$ cat src/verilog/arb_pkg.sv
//############################
// AHB encodings and arbiter types, imported by the RTL and the testbench
//############################
package arb_pkg;

   typedef enum logic [1:0] {
      trans_idle   = 2'b00,
      trans_busy   = 2'b01,
      trans_nonseq = 2'b10,
      trans_seq    = 2'b11
   } htrans_e;

   typedef enum logic [2:0] {
      size_byte = 3'b000,
      size_half = 3'b001,
      size_word = 3'b010
   } hsize_e;

   typedef enum logic [2:0] {
      burst_single, burst_incr, burst_wrap4, burst_incr4,
      burst_wrap8, burst_incr8, burst_wrap16, burst_incr16
   } hburst_e;

   // Master 2 control for the current transfer
   typedef struct packed {
      htrans_e htrans;
      hsize_e  hsize;
      hburst_e hburst;
   } ahb_ctrl_t;

   typedef struct packed {
      logic preempt;   // Take the bus away on the matching grant
      logic hold;      // Delay the matching grant
   } fault_flags_t;

   typedef enum logic [2:0] {
      st_idle, st_m1_grant, st_m1_own, st_m2_wait, st_m2_own, st_m2_burst, st_m2_done
   } arb_state_e;

   typedef enum logic [3:0] {
      hm_none    = 4'd0,
      hm_master1 = 4'd1,
      hm_master2 = 4'd2
   } hmaster_e;

endpackage

$ cat src/verilog/grant_delay.sv
//############################
// Master 2 grant counter with hold-off and preempt timers
//############################
`timescale 1ns/1ps

module grant_delay
#(
   parameter int DELAY_W    = 16,
   parameter int TRANS_NO_W = 8
)
(
   input  logic                  hclk,
   input  logic                  hresetn,
   input  logic                  m2_req_pulse,    // Entering m2_wait
   input  logic                  m2_start_pulse,  // Entering m2_own
   input  logic [DELAY_W-1:0]    delay_val,
   input  logic [TRANS_NO_W-1:0] trans_no,
   input  arb_pkg::fault_flags_t flags,
   output logic                  hold_busy,
   output logic                  preempt_busy
);

   logic [TRANS_NO_W-1:0] grant_cnt;
   logic [TRANS_NO_W-1:0] grant_cnt_nxt;
   logic [DELAY_W-1:0]    hold_cnt;
   logic [DELAY_W-1:0]    preempt_cnt;
   logic                  hold_hit;
   logic                  preempt_hit;

   assign grant_cnt_nxt = grant_cnt + TRANS_NO_W'(1);

   // Hold matches the new count, preempt the count already taken
   assign hold_hit    = m2_req_pulse && flags.hold && (grant_cnt_nxt == trans_no);
   assign preempt_hit = m2_start_pulse && flags.preempt && (grant_cnt == trans_no);

   always_ff @(posedge hclk or negedge hresetn)
   begin
      if (!hresetn)
         grant_cnt <= '0;
      else if (m2_req_pulse)
         grant_cnt <= grant_cnt_nxt;
   end

   always_ff @(posedge hclk or negedge hresetn)
   begin
      if (!hresetn)
         hold_cnt <= '0;
      else if (hold_hit)
         hold_cnt <= delay_val;
      else if (hold_busy)
         hold_cnt <= hold_cnt - DELAY_W'(1);
   end

   always_ff @(posedge hclk or negedge hresetn)
   begin
      if (!hresetn)
         preempt_cnt <= '0;
      else if (preempt_hit)
         preempt_cnt <= delay_val;
      else if (preempt_busy)
         preempt_cnt <= preempt_cnt - DELAY_W'(1);
   end

   assign hold_busy    = |hold_cnt;
   assign preempt_busy = |preempt_cnt;   // Zero delay_val never preempts

endmodule

$ cat src/verilog/burst_tracker.sv
//############################
// Tracks master 2 bursts and flags the last beat address
//############################
`timescale 1ns/1ps

module burst_tracker
(
   input  logic               hclk,
   input  logic               hresetn,
   input  logic               hready,
   input  logic               hgrant2,      // Capture enable
   input  logic [31:0]        haddr,
   input  arb_pkg::ahb_ctrl_t ctrl,
   output logic               burst_active,
   output logic               burst_last,
   output logic               xfer_idle
);
   import arb_pkg::*;

   logic [31:0] start_addr;
   htrans_e     htrans_q;
   hsize_e      hsize_q;
   logic [3:0]  last_beat;                   // Beats minus one
   logic [1:0]  size_shift;
   logic [31:0] last_addr;

   // First address of the burst
   always_ff @(posedge hclk)
   begin
      if (ctrl.htrans == trans_nonseq)
         start_addr <= haddr;
   end

   always_ff @(posedge hclk or negedge hresetn)
   begin
      if (!hresetn)
      begin
         htrans_q <= trans_idle;
         hsize_q  <= size_byte;
      end
      else if (hready && hgrant2)
      begin
         htrans_q <= ctrl.htrans;
         hsize_q  <= ctrl.hsize;
      end
   end

   always_comb
   begin
      case (ctrl.hburst)
         burst_incr4:  last_beat = 4'd3;
         burst_incr8:  last_beat = 4'd7;
         burst_incr16: last_beat = 4'd15;
         default:      last_beat = 4'd0;     // Not a tracked burst
      endcase
   end

   assign size_shift = (hsize_q == size_word) ? 2'd2 : ((hsize_q == size_half) ? 2'd1 : 2'd0);
   assign last_addr  = start_addr + ({28'd0, last_beat} << size_shift);

   assign burst_active = (last_beat != 4'd0) &&
                         (htrans_q == trans_nonseq || htrans_q == trans_seq) &&
                         (hsize_q == size_half || hsize_q == size_word);
   assign burst_last   = (haddr == last_addr);
   assign xfer_idle    = (htrans_q == trans_idle);

endmodule

$ cat src/verilog/grant_fsm.sv
//############################
// Arbitration FSM with grant decode and hmaster register
//############################
`timescale 1ns/1ps

module grant_fsm
(
   input  logic       hclk,
   input  logic       hresetn,
   input  logic       hbusreq1,
   input  logic       hbusreq2,
   input  logic       hready,
   input  logic       hold_busy,       // Hold-off still running
   input  logic       preempt_busy,    // Master 2 locked out
   input  logic       burst_active,
   input  logic       burst_last,
   input  logic       xfer_idle,
   output logic       hgrant1,
   output logic       hgrant2,
   output logic       m2_req_pulse,
   output logic       m2_start_pulse,
   output logic [3:0] hmaster
);
   import arb_pkg::*;

   arb_state_e state;
   arb_state_e next_state;
   hmaster_e   hmaster_q;

   always_ff @(posedge hclk or negedge hresetn)
   begin
      if (!hresetn)
         state <= st_idle;
      else
         state <= next_state;
   end

   always_comb
   begin
      next_state = state;
      case (state)
         st_idle:
         begin
            if (hbusreq2 && !preempt_busy)
               next_state = st_m2_wait;            // Core master first
            else if (hbusreq1)
               next_state = st_m1_grant;
         end
         st_m1_grant:
            next_state = st_m1_own;
         st_m1_own:
         begin
            // Master 2 request takes the bus back from master 1
            if (hbusreq2 && !preempt_busy)
               next_state = st_m2_wait;
            else if (!hbusreq1)
               next_state = st_idle;
         end
         st_m2_wait:
         begin
            if (!hold_busy)
               next_state = st_m2_own;
         end
         st_m2_own:
         begin
            if (preempt_busy)
               next_state = st_idle;               // Preempted
            else if (!hbusreq2)
            begin
               if (burst_active)
                  next_state = st_m2_burst;
               else if (xfer_idle)
                  next_state = st_idle;
            end
         end
         st_m2_burst:
         begin
            if (burst_last)
               next_state = st_m2_done;
         end
         st_m2_done:
            next_state = st_idle;                  // One ungranted cycle
         default:
            next_state = st_idle;
      endcase
   end

   assign hgrant1 = (state == st_m1_grant) || (state == st_m1_own);
   assign hgrant2 = (state == st_m2_own) || (state == st_m2_burst);

   // Pulses fire in the cycle whose edge enters the state
   assign m2_req_pulse   = (next_state == st_m2_wait) && (state != st_m2_wait);
   assign m2_start_pulse = (next_state == st_m2_own) && (state == st_m2_wait);

   always_ff @(posedge hclk or negedge hresetn)
   begin
      if (!hresetn)
         hmaster_q <= hm_none;
      else if (hready)                             // Frozen during wait states
      begin
         if (hgrant1)
            hmaster_q <= hm_master1;
         else if (hgrant2)
            hmaster_q <= hm_master2;
         else
            hmaster_q <= hm_none;
      end
   end

   assign hmaster = hmaster_q;

endmodule

$ cat src/verilog/ahb_arbiter.sv
//############################
// Two-master AHB arbiter top, master 2 has priority
// Drop in place of the fabric arbiter
//############################
`timescale 1ns/1ps

module ahb_arbiter
#(
   parameter int DELAY_W    = 16,
   parameter int TRANS_NO_W = 8
)
(
   input  logic                    hclk,
   input  logic                    hresetn,
   input  logic                    hbusreq1,
   input  logic                    hbusreq2,
   input  logic [31:0]             haddr,
   input  logic                    hready,
   input  arb_pkg::ahb_ctrl_t      ctrl,        // Master 2 htrans, hsize, hburst
   input  logic [DELAY_W-1:0]      delay_val,
   input  logic [TRANS_NO_W-1:0]   trans_no,
   input  arb_pkg::fault_flags_t   flags,
   output logic                    hgrant1,
   output logic                    hgrant2,
   output logic [3:0]              hmaster
);

   logic m2_req_pulse;
   logic m2_start_pulse;
   logic hold_busy;
   logic preempt_busy;
   logic burst_active;
   logic burst_last;
   logic xfer_idle;

   grant_fsm u_grant_fsm
   (
      .hclk           (hclk),
      .hresetn        (hresetn),
      .hbusreq1       (hbusreq1),
      .hbusreq2       (hbusreq2),
      .hready         (hready),
      .hold_busy      (hold_busy),
      .preempt_busy   (preempt_busy),
      .burst_active   (burst_active),
      .burst_last     (burst_last),
      .xfer_idle      (xfer_idle),
      .hgrant1        (hgrant1),
      .hgrant2        (hgrant2),
      .m2_req_pulse   (m2_req_pulse),
      .m2_start_pulse (m2_start_pulse),
      .hmaster        (hmaster)
   );

   // Watches master 2's burst while it owns the bus
   burst_tracker u_burst_tracker
   (
      .hclk         (hclk),
      .hresetn      (hresetn),
      .hready       (hready),
      .hgrant2      (hgrant2),
      .haddr        (haddr),
      .ctrl         (ctrl),
      .burst_active (burst_active),
      .burst_last   (burst_last),
      .xfer_idle    (xfer_idle)
   );

   grant_delay
   #(
      .DELAY_W    (DELAY_W),
      .TRANS_NO_W (TRANS_NO_W)
   )
   u_grant_delay
   (
      .hclk           (hclk),
      .hresetn        (hresetn),
      .m2_req_pulse   (m2_req_pulse),
      .m2_start_pulse (m2_start_pulse),
      .delay_val      (delay_val),
      .trans_no       (trans_no),
      .flags          (flags),
      .hold_busy      (hold_busy),
      .preempt_busy   (preempt_busy)
   );

endmodule

$ cat config.mk
export PLATFORM = sky130hd
export DESIGN_NAME = ahb_arbiter
export DESIGN_NICKNAME = d
export VERILOG_FILES = /design/src/verilog/arb_pkg.sv /design/src/verilog/grant_delay.sv /design/src/verilog/burst_tracker.sv /design/src/verilog/grant_fsm.sv /design/src/verilog/ahb_arbiter.sv
export SDC_FILE = /design/constraint.sdc
export NUM_CORES = 1
export LEC_CHECK = 0
export BUFFER_PORTS_ARGS = -buffer_cell sky130_fd_sc_hd__buf_2
export CAP_MARGIN = 10
export CORE_MARGIN = 5
export CORE_UTILIZATION = 54
export DETAILED_ROUTE_END_ITERATION = 6
export GPL_TIMING_DRIVEN = 0
export PLACE_DENSITY_LB_ADDON = 0.2
export SLEW_MARGIN = 15
export SYNTH_ARGS = -nofsm -noshare
export SYNTH_HDL_FRONTEND = slang
export SYNTH_SLANG_ARGS = --single-unit
$ cat constraint.sdc
create_clock -name hclk -period 4.3 [get_ports hclk]
set_input_delay 0.43 -clock hclk [delete_from_list [all_inputs] [get_ports hclk]]
set_output_delay 0.43 -clock hclk [all_outputs]
set_load 0.01 [all_outputs]
==> impl_metrics.json <==
{
  "outcome": "finished clean",
  "final_nets": 721,
  "period_needed_ps": 3990,
  "min_path_type": "input pin to async pin",
  "ctsHoldBuffers": 0,
  "synthTopCellsByArea": "dfrtp_1 (23%), edfxtp_1 (17%), xnor2_1 (7.9%)",
  "ios": 77,
  "start_util_pct": 54.4,
  "grt_first_pass_wirelength_um": 20500,
  "dieHeight_um": 111,
  "place_congestion": 0.848,
  "setup_viol": 0,
  "drt_first_iter_violations": 209,
  "routed_wl_um": 12200,
  "root_buffer": "clkbuf_8",
  "grt_max_degree": 51,
  "cts_tree": "yes",
  "timing.final.crit_share_pct": 92.7,
  "cp.required_ps": 4550,
  "h-tree-depth": 3,
  "cts_resized": 0,
  "final.setup.worst_slack_ps": 312,
  "rows": 37,
  "synth_top_cell_area_share_pct": 22.6,
  "p_per_area_nw_per_um2": 492,
  "worstPathMaxFanout": 4,
  "first_global_vias": 4453,
  "maxCapViolCount": 0,
  "fmax_mhz": 251,
  "met2_usage_pct": 35.3,
  "pwr-share-clk_pct": 19.0,
  "synth_area_per_cell_um2": 10.1,
  "rsz0062_at_grt": "no",
  "hpwlAfterDp_um": 9450,
  "synth_ff_type": "dfrtp_1",
  "antenna_found_initial": 0,
  "layout_commonest_cell": "buf_2",
  "wl_per_cell_um": 15.7,
  "path_clk_slew_ps": 80,
  "drc_errors": 0,
  "end_kind": "flip-flop",
  "vias_per_cell": 5.69,
  "r2r_start": "u_burst_tracker.hsize_q[0]$_DFFE_PN0P_",
  "leakagePower_uw": 0.00273,
  "start_kind": "flip-flop",
  "design.core.area_um2": 10200,
  "post_cts_buffers": 0,
  "die_width_um": 111,
  "diodes": 0,
  "design.die.area_um2": 12400,
  "syn2layout_area_growth_pct": 14.1,
  "io_buffers": 74,
  "vias": 4429,
  "skew_ps": 9.69,
  "syn-cell-area_um2": 5540,
  "p_int_uw": 2010,
  "synthArstFlopShare_pct": 61.0,
  "cts_made_buffers": 9,
  "drive_above_1_share_pct": 22.3,
  "criticalPathCategory": "flip-flop to flip-flop",
  "p_sw_uw": 1100,
  "synth_top_cell_by_area": "dfrtp_1",
  "grt_use_met1_pct": 24.2,
  "switching_share_pct": 35.3,
  "relSlewSlack_pct": 48.0,
  "clkSinkCount": 82,
  "p_comb_share_pct": 45.1,
  "final_cell_mix": "buf_2 (77), nor2_1 (50), xnor2_1 (50), dfrtp_1 (50), nand2_1 (44)",
  "overflow": 0,
  "synthCells": 550,
  "drv_slew": 0,
  "grtUsageTotal_pct": 20.0,
  "hold_viol": 0,
  "clock_latency_ps": 360,
  "firstDrtPassIters": 4,
  "irDropWorstVdd_mv": 0.339,
  "grt_use_met3_pct": 4.48,
  "cts_max_path_buffers": 2,
  "busiest_layer": "met2",
  "yosysWarnings": 0,
  "netlist-cell-type-count": 71,
  "tightest_slew_ps": 773,
  "ant_nets": 0,
  "p_seq_share_pct": 35.9,
  "tns_ps": 0,
  "pre_cts_slack_ps": 284,
  "ys_ff_latch": 82,
  "seq_area_frac_synth_pct": 39.9,
  "crit_start": "u_burst_tracker.hsize_q[0]$_DFFE_PN0P_",
  "cp.arrival_ps": 4230,
  "synth_edf_count": 32
}
-- metrics by stage --
| stage | hold WS [ps] | area, um2 | util [%] | total power, uW | cells |
|---|---|---|---|---|---|
| CTS | 259 | 6320 | 62.1 | 3130 | 778 |
| floorplan | 134 | 5550 | - | 2220 | 552 |
| detailed placement | 486 | 6120 | 60.1 | 2520 | 763 |
| global placement | 479 | 6090 | 59.8 | 2460 | 762 |
| finish | 81.1 | 6330 | 62.1 | 3110 | 778 |
| global route | 128 | 6330 | 62.1 | 3340 | 778 |
-- final timing paths --
path	endpoint	slack, ps	cells after the start
worst max register to register	u_grant_fsm.state[0]$_DFF_PN0_	310	14
min in group hclk	u_burst_tracker.start_addr[16]$_DFFE_PN_	270	1
worst max-delay path	u_grant_fsm.state[0]$_DFF_PN0_	310	14
worst min-delay path	u_grant_delay.grant_cnt[5]$_DFFE_PN0P_	80	1
max in group asynchronous	u_grant_delay.preempt_cnt[14]$_DFFE_PN0P_	3760	1
worst min register to register	u_grant_delay.grant_cnt[7]$_DFFE_PN0P_	510	1
-- power by group through the flow --
stage                     logic [uW]  clock network [uW]  registers, uW
after floorplan                 1120                   0           1100
after global placement          1350                   0           1120
after detailed placement        1400                   0           1120
after CTS                       1410                 608           1110
after global routing            1560                 650           1130
final                           1400                 592           1120
-- flip-flops by register name, summed over array words and instances (netlist names) --
| signal | count |
|---|---|
| u_grant_fsm.state | 3 |
| u_grant_delay.hold_cnt | 16 |
| u_grant_fsm.hmaster | 2 |
| u_burst_tracker.htrans_q | 2 |
| u_grant_delay.preempt_cnt | 16 |
| u_burst_tracker.start_addr | 32 |
| u_grant_delay.grant_cnt | 8 |
| u_burst_tracker.hsize_q | 3 |
-- cells in the mapped netlist (4+ instances only) --
cell type	n
dfrtp_1	50
nor2_1	50
xnor2_1	50
nand2_1	44
edfxtp_1	32
xor2_1	26
mux2_2	19
a21oi_1	18
nor3_1	18
mux2_1	14
o21ai_0	14
inv_1	13
nand3_1	13
nand4_1	12
ha_1	11
nor2b_1	11
nor4_1	11
mux2_4	10
or3_1	7
and3_1	6
mux2i_1	6
nor3b_1	6
nor4b_1	6
or4_1	6
a211oi_1	5
a21o_1	5
clkbuf_1	5
o211ai_1	5
and2_1	4
buf_2	4
nand2b_1	4
nand3b_1	4
-- kinds of logic (layout without fill, tap and decap cells) --
| logic type | count (synthesis) | in the layout | synth area share, % |
|---|---|---|---|
| AND/OR/NAND/NOR | 217 | 217 | 21.4 |
| AO/OA/AOI/OAI | 86 | 86 | 11.0 |
| flip-flops | 82 | 82 | 39.9 |
| XOR/XNOR | 76 | 76 | 12.0 |
| multiplexers | 49 | 49 | 10.5 |
| buffers and inverters | 27 | 117 | 2.26 |
| adder cells (fa/ha/maj) | 12 | 12 | 2.84 |
| other | 1 | 3 | 0.0677 |
-- worst max-delay path, cell delays in order (launching register included) --
cell and delay, ps:
dfrtp_1 410, nor2b_1 160, nor2_1 210, nor2_1 80
a21o_1 170, and2_1 160, ha_1 300, a21oi_1 360
a211oi_1 200, or4_1 500, nand4_1 130, and4_1 210
nand4_1 100, or4_1 580, o31a_1 310
-- layout make-up --
| class | count | area (um2) |
|---|---|---|
| Buffer | 14 | 76.3 |
| Clock buffer | 13 | 170 |
| Clock inverter | 2 | 35.0 |
| Fill cell | 871 | 3860 |
| Inverter | 13 | 48.8 |
| Multi-Input combinational cell | 443 | 3220 |
| Sequential cell | 82 | 2210 |
| Tap cell | 136 | 170 |
| Timing Repair Buffer | 75 | 393 |
-- routing by layer --
layer | up-vias | routed length [um]
met1 | 2119 | 5320
met4 | 0 | 175
met3 | 13 | 636
li1 | 2188 | -
met2 | 109 | 6080
met5 | - | 0
(Power assumes the default switching activity.)
